`config.mk`:
```
export PLATFORM = sky130hd
export DESIGN_NAME = alu_unit
export DESIGN_NICKNAME = d
export VERILOG_FILES = /design/src/rtl/ooo_cfg_pkg.sv /design/src/rtl/ooo_msg_pkg.sv /design/src/rtl/alu_unit.sv
export SDC_FILE = /design/constraint.sdc
export NUM_CORES = 1
export LEC_CHECK = 0
export ABC_AREA = 1
export BUFFER_PORTS_ARGS = -buffer_cell sky130_fd_sc_hd__buf_2
export CAP_MARGIN = 20
export CORE_UTILIZATION = 55
export CTS_CLUSTER_SIZE = 25
export DETAILED_ROUTE_END_ITERATION = 8
export GPL_ROUTABILITY_DRIVEN = 0
export PLACE_DENSITY = 0.81
export SLEW_MARGIN = 20
export SYNTH_ARGS = -nofsm -noshare
export SYNTH_HDL_FRONTEND = slang
export SYNTH_SLANG_ARGS = --single-unit
```
`constraint.sdc`:
```
create_clock -name clk -period 6.2 [get_ports clk]
set_input_delay 1.86 -clock clk [delete_from_list [all_inputs] [get_ports clk]]
set_output_delay 1.86 -clock clk [all_outputs]
set_load 0.01 [all_outputs]
```
`src/rtl/ooo_cfg_pkg.sv`:
```
/*
  Widths and ALU operation encoding for the issue stage.
  Register index width must cover PHYS_REG_NUM.
  Shifts take only the low SHAMT_WIDTH bits of operand b.
  slt compares signed and returns 1 or 0 in the full result width.
*/
package ooo_cfg_pkg;

	// operand and result width
	localparam int REG_VAL_WIDTH = 32;

	// physical register file size and index width
	localparam int PHYS_REG_NUM = 32;
	localparam int PHYS_REG_IDX_WIDTH = 5;

	// reorder tag carried from dispatch to the CDB
	localparam int TAG_WIDTH = 6;

	// shift amount bits taken from operand b
	localparam int SHAMT_WIDTH = $clog2(REG_VAL_WIDTH);

	// integer ALU operations
	typedef enum logic [2:0] {
		ALU_ADD = 3'd0,
		ALU_SUB = 3'd1,
		ALU_AND = 3'd2,
		ALU_OR  = 3'd3,
		ALU_XOR = 3'd4,
		ALU_SLL = 3'd5,
		ALU_SRL = 3'd6,
		// signed less-than, result is 0 or 1
		ALU_SLT = 3'd7
	} alu_op_t;

endpackage

```
`src/rtl/ooo_msg_pkg.sv`:
```
/*
  Packed messages passed between the issue stage blocks.
  Widths come from ooo_cfg_pkg.
  In rs_entry_t the immediate is already folded into operand 2.
*/
package ooo_msg_pkg;

	// renamed instruction from the producer
	typedef struct packed {
		ooo_cfg_pkg::alu_op_t                           op;
		logic                                           use_imm;
		logic [ooo_cfg_pkg::PHYS_REG_IDX_WIDTH-1:0]     dst;
		logic [ooo_cfg_pkg::PHYS_REG_IDX_WIDTH-1:0]     src1;
		logic [ooo_cfg_pkg::PHYS_REG_IDX_WIDTH-1:0]     src2;
		logic [ooo_cfg_pkg::REG_VAL_WIDTH-1:0]          imm;
		logic [ooo_cfg_pkg::TAG_WIDTH-1:0]              tag;
	} inst_t;

	// source operand as seen at dispatch, forwarded from the CDB if needed
	typedef struct packed {
		logic                                           ready;
		logic [ooo_cfg_pkg::REG_VAL_WIDTH-1:0]          value;
	} src_read_t;

	// one reservation station slot
	typedef struct packed {
		logic                                           valid;
		ooo_cfg_pkg::alu_op_t                           op;
		logic [ooo_cfg_pkg::PHYS_REG_IDX_WIDTH-1:0]     dst;
		logic [ooo_cfg_pkg::TAG_WIDTH-1:0]              tag;
		logic [ooo_cfg_pkg::PHYS_REG_IDX_WIDTH-1:0]     src1;
		logic                                           src1_ready;
		logic [ooo_cfg_pkg::REG_VAL_WIDTH-1:0]          src1_value;
		logic [ooo_cfg_pkg::PHYS_REG_IDX_WIDTH-1:0]     src2;
		logic                                           src2_ready;
		logic [ooo_cfg_pkg::REG_VAL_WIDTH-1:0]          src2_value;
	} rs_entry_t;

	// ALU input, one per functional unit
	typedef struct packed {
		logic                                           valid;
		ooo_cfg_pkg::alu_op_t                           op;
		logic [ooo_cfg_pkg::REG_VAL_WIDTH-1:0]          a;
		logic [ooo_cfg_pkg::REG_VAL_WIDTH-1:0]          b;
		logic [ooo_cfg_pkg::PHYS_REG_IDX_WIDTH-1:0]     dst;
		logic [ooo_cfg_pkg::TAG_WIDTH-1:0]              tag;
	} issue_msg_t;

	// one CDB lane, valid for a single cycle
	typedef struct packed {
		logic                                           valid;
		logic [ooo_cfg_pkg::PHYS_REG_IDX_WIDTH-1:0]     dst;
		logic [ooo_cfg_pkg::REG_VAL_WIDTH-1:0]          value;
		logic [ooo_cfg_pkg::TAG_WIDTH-1:0]              tag;
	} cdb_msg_t;

endpackage

```
`src/rtl/alu_unit.sv`:
```
/*
  Two-stage pipelined integer ALU feeding one CDB lane.
  Accepts one issue message per cycle, no stall.
  Result appears on the lane two edges after the issue message.
  Shift amounts use only the low bits of operand b.
*/
module alu_unit (
	input  logic                     clk,
	input  logic                     reset,
	input  ooo_msg_pkg::issue_msg_t  issue,
	output ooo_msg_pkg::cdb_msg_t    result
);

	localparam int W = ooo_cfg_pkg::REG_VAL_WIDTH;
	localparam int SH = ooo_cfg_pkg::SHAMT_WIDTH;

	// stage one holding register
	ooo_msg_pkg::issue_msg_t s1;
	logic [W-1:0]            alu_out;
	logic                    slt_bit;

	assign slt_bit = $signed(s1.a) < $signed(s1.b);

	always_comb begin
		case (s1.op)
			ooo_cfg_pkg::ALU_ADD: alu_out = s1.a + s1.b;
			ooo_cfg_pkg::ALU_SUB: alu_out = s1.a - s1.b;
			ooo_cfg_pkg::ALU_AND: alu_out = s1.a & s1.b;
			ooo_cfg_pkg::ALU_OR:  alu_out = s1.a | s1.b;
			ooo_cfg_pkg::ALU_XOR: alu_out = s1.a ^ s1.b;
			ooo_cfg_pkg::ALU_SLL: alu_out = s1.a << s1.b[SH-1:0];
			ooo_cfg_pkg::ALU_SRL: alu_out = s1.a >> s1.b[SH-1:0];
			ooo_cfg_pkg::ALU_SLT: alu_out = {{(W-1){1'b0}}, slt_bit};
			default:              alu_out = '0;
		endcase
	end

	always_ff @(posedge clk or posedge reset) begin
		if (reset) begin
			s1.valid <= 1'b0;
			result.valid <= 1'b0;
		end else begin
			// stage one, capture operands
			s1 <= issue;
			// stage two, compute and drive the lane
			result.valid <= s1.valid;
			result.dst   <= s1.dst;
			result.value <= alu_out;
			result.tag   <= s1.tag;
		end
	end

endmodule

```
### After elaboration in Yosys (flattened, before gate mapping)

Cells that the tools add are included.

* flip-flop bits (word level): 123
* bits of input ports: 81
* output and inout bits: 44
* word-level logic and storage cells: 27

* $add $sub $neg: 2
* order comparisons: 1
* equal/unequal tests: 7
* shift-type cells: 2
* muxes and demuxes: 1
* bitwise gates (word level): 3
* reductions and logical operators: 1

Operators by type and width (count)
* one-hot mux 32 bit (8 select lines): 1
* adder 32 bit: 1
* bitwise AND 32 bit: 1
* less-than comparator 32 bit: 1
* OR 32 bit: 1
* << shifter 32 x 5 -> 32 bit: 1
* >> shifter 32 x 5 -> 32 bit: 1
* subtractor 32 bit: 1
* XOR 32 bit: 1
* == test 3 bit (second input constant): 4
* == test 3 x 2 -> 1 bit (second input constant): 2
* == test 3 x 1 -> 1 bit (second input constant): 1
* zero test 3 bit: 1

### Depth between registers and ports, before layout

* depth after elaboration: 2
* depth in mapped cells: 18
* gate-level depth less buffers: 15

### Worst setup path before layout

OpenSTA, ideal clock, no wires.

* kind: input-to-reg
* from: input port reset
* to: register result[0] in the netlist's numbering (enable)
* library setup time: 0.476 ns
* data arrival time: 4.238 ns
* required time: 5.724 ns
* slack: 1.486 ns
* cell stages on the path: 1
* path buffers: 0
* path through: inv_1

RTL lines
* start, declared: line alu_unit.sv:9 `input logic reset,`
* end, declared: line alu_unit.sv:11 `output ooo_msg_pkg::cdb_msg_t result`

No word-level cell between the ends.

### Worst setup path after layout

* from: register s1[14] in the netlist's numbering
* to: register result[28] in the netlist's numbering, data pin

* longest elaborated chain between the ends: 2
* elaborated cells between the ends (all ways): 5
* classes of those cells: add/sub (2); shift (2); mux (1)

RTL lines
* start, declared: line alu_unit.sv:18 `ooo_msg_pkg::issue_msg_t s1;`
* start signal, assigned: line alu_unit.sv:44 `s1 <= issue;`
* subtractor 32 bit, or another cell as far along: line alu_unit.sv:27 `ooo_cfg_pkg::ALU_SUB: alu_out = s1.a - s1.b;`
* one-hot mux 32 bit (8 select lines) (*): line alu_unit.sv:25 `case (s1.op)`
* net alu_out[22]: line alu_unit.sv:19 `logic [W-1:0] alu_out;`

The timed path passes the listed nets; every way through them passes the cells marked *.
A chain may end at the register's enable or synchronous reset.

==> metrics <==
CTS clk-pin slew, worst paths=0.07 ns; final setup vio count=0; die height=156 um; Final Total Pwr=3.47 mW; Pwr per Cell Area=242 mW/mm2; CP dominant cell by count=nand2_1; Worst VDD drop=171 uV; Post-DRT Antenna Nets=0; Mapped Cells=2046; WL final=48.0 mm; GRT Overall Usage=0.397; Post-Syn Area=0.0131 mm2; grt ovf=0; CTS HTree Levels=4; Setup crit end kind=flop; Setup crit start kind=flop; Hold-fix buffers, CTS=0; Routed WL per cell=19.6 um; hold crit path type=reg -> reg; largest cells by area after synthesis=edfxtp_1 28%, nand2_1 17%, nand3_1 12%; number of diodes=0; WL met1=17.0 mm; sequential area share after synthesis=0.281; P_leak=7.28 nW; port buffer count=124; Slew @ Worst Pin=1.08 ns; post-synthesis cell type count=48; maximum clock path buffer count=2; highest routed layer=met4; crit share post-route=0.693; Primary FF master, synth=edfxtp_1; Horiz. Die Dim=156 um; Worst slew margin=0.281; Yosys top cell by area=edfxtp_1; io pins=125; initial antenna violation count=0; fin crit period=4.30 ns; max-cap violations=0; Final Core Density=0.613; DR pass1 iterations=9; # rows=56; total number of yosys warnings=0; status=complete, but fails checks; routed via count=15200; RSZ-0062 raised after global routing=false; share of cells above drive strength 1=0.0919; hold violation count in the final report=0; routed wl met2=19.6 mm; Yosys reg bits=123; Post-CTS Resized=0; Slew Limit Fails=0; Slowest-stage cell, CP=clkinv_2; vias per cell=6.22; first-pass GRT wire length=72.8 mm; clock latency at the later pin of the worst-skew pair=0.45 ns; area grow syn2layout=9.39%; critical-path maximum fanout=73; setup TNS=0 ns; number of synthesized flops with an enable pin=121; FMAX=233 MHz; WL met3=7.74 mm; Synth Area per Inst=6.41 um2; Worst Skew=0.0196 ns; CP max stage delay=0.93 ns; cell-by-cell trace of the critical path=buf_4 > clkinv_2 > ha_1 > inv_2 > a21oi_2 > nand2_1 > nand2_1 > nand2_1 > nand2_1 > nand3_1 > nand2_1 > nand3_1 > nand3_1 > nand3_1; largest net degree at the start of global routing=79; TritonCTS buffer count=17; post-CTS setup buffers=0; total die area=0.0245 mm2; commonest non-fill, non-tap cell in the layout=nand2_1; CTS root buf=clkbuf_16; Starting DRT DRC Count=2915; Initial Util=0.561; WP data arrival=4.49 ns; critical path class=reg -> reg; failing checks=DRC; Post-Syn Nets=2226; CTS tree=done; asr flop ratio synth=0.0163; Worst Path Required=6.39 ns; core area=0.0234 mm2; crit-path leading delay family=buffers and inverters; vias in the first global route=13700; Final HPWL DP=36.1 mm; drt drc=4; area share of the largest cell type after synthesis=0.277; # nets final=2290; most frequent cells in the layout=587 x nand2_1, 307 x nand3_1, 266 x inv_1; CP bufs+invs=3; CTS sink count=123
[power by group]
part           switching [mW]  internal, mW  leakage [nW]
combinational           0.955         0.393          5.77
clock                   0.472         0.569         0.286
sequential             0.0679          1.01          1.22
total                    1.49          1.98          7.28
[layer usage]
layer | GRT usage | up-vias
met5 | 0 | -
met4 | 0.261 | 0
met3 | 0.127 | 325
met2 | 0.586 | 1283
met1 | 0.496 | 6693
li1 | - | 6889
[state kept, by name (all words and copies together) (netlist names)]
signal,count
s1,79
result,44
[synthesized netlist by cell type, drive strengths merged (3+ instances only)]
| master | n |
|---|---|
| edfxtp | 121 |
| buf | 66 |
| o21bai | 17 |
| o221ai | 6 |
| o21a | 10 |
| nor3 | 23 |
| o21ai | 90 |
| nor2 | 188 |
| nand3 | 309 |
| o22ai | 13 |
| nand2 | 589 |
| o211ai | 28 |
| inv | 278 |
| ha | 97 |
| clkbuf | 24 |
| and2 | 3 |
| nand4 | 28 |
| a221oi | 5 |
| and3 | 3 |
| or2 | 5 |
| xor2 | 7 |
| a21oi | 117 |
[cells by family after synthesis]
family,synth area share
multiplexers,0.00153
XOR/XNOR,0.00467
adder cells (fa/ha/maj),0.0955
AND/OR/NAND/NOR,0.372
flip-flops,0.281
AO/OA/AOI/OAI,0.130
buffers and inverters,0.115
[path summary, 6_finish.rpt]
| path | startpoint | to | slack (ns) | cells after the start |
|---|---|---|---|---|
| max | s1[14] | result[28] | 1.90 | 14 |
| min | s1[78] | result[43] | 0.36 | 0 |
| max reg2reg | s1[14] | result[28] | 1.90 | 14 |
| min reg2reg | s1[78] | result[43] | 0.36 | 0 |
| max in group asynchronous | reset | result[43] | 4.59 | 2 |
| min in group asynchronous | reset | s1[78] | 1.37 | 2 |
[cell type report]
class	count	area (um2)
Tap cell	319	399
Timing Repair Buffer	135	703
Clock inverter	15	158
Inverter	280	1060
Multi-Input combinational cell	1553	7930
Fill cell	2248	9050
Sequential cell	123	3680
Clock buffer	17	425
[through the flow]
| stage | setup slack (ns) | cell area (um2) | hold WS (ns) | instances |
|---|---|---|---|---|
| after detailed placement | 2.58 | 13800 | 0.343 | 2410 |
| after global routing | 1.60 | 14400 | 0.373 | 2442 |
| after global placement | 2.66 | 13800 | 0.334 | 2410 |
| final | 1.90 | 14400 | 0.360 | 2442 |
| after floorplan | 1.28 | 13100 | 0.331 | 2046 |
| after CTS | 2.57 | 14400 | 0.360 | 2442 |
Power figures use the tool's default switching activity.
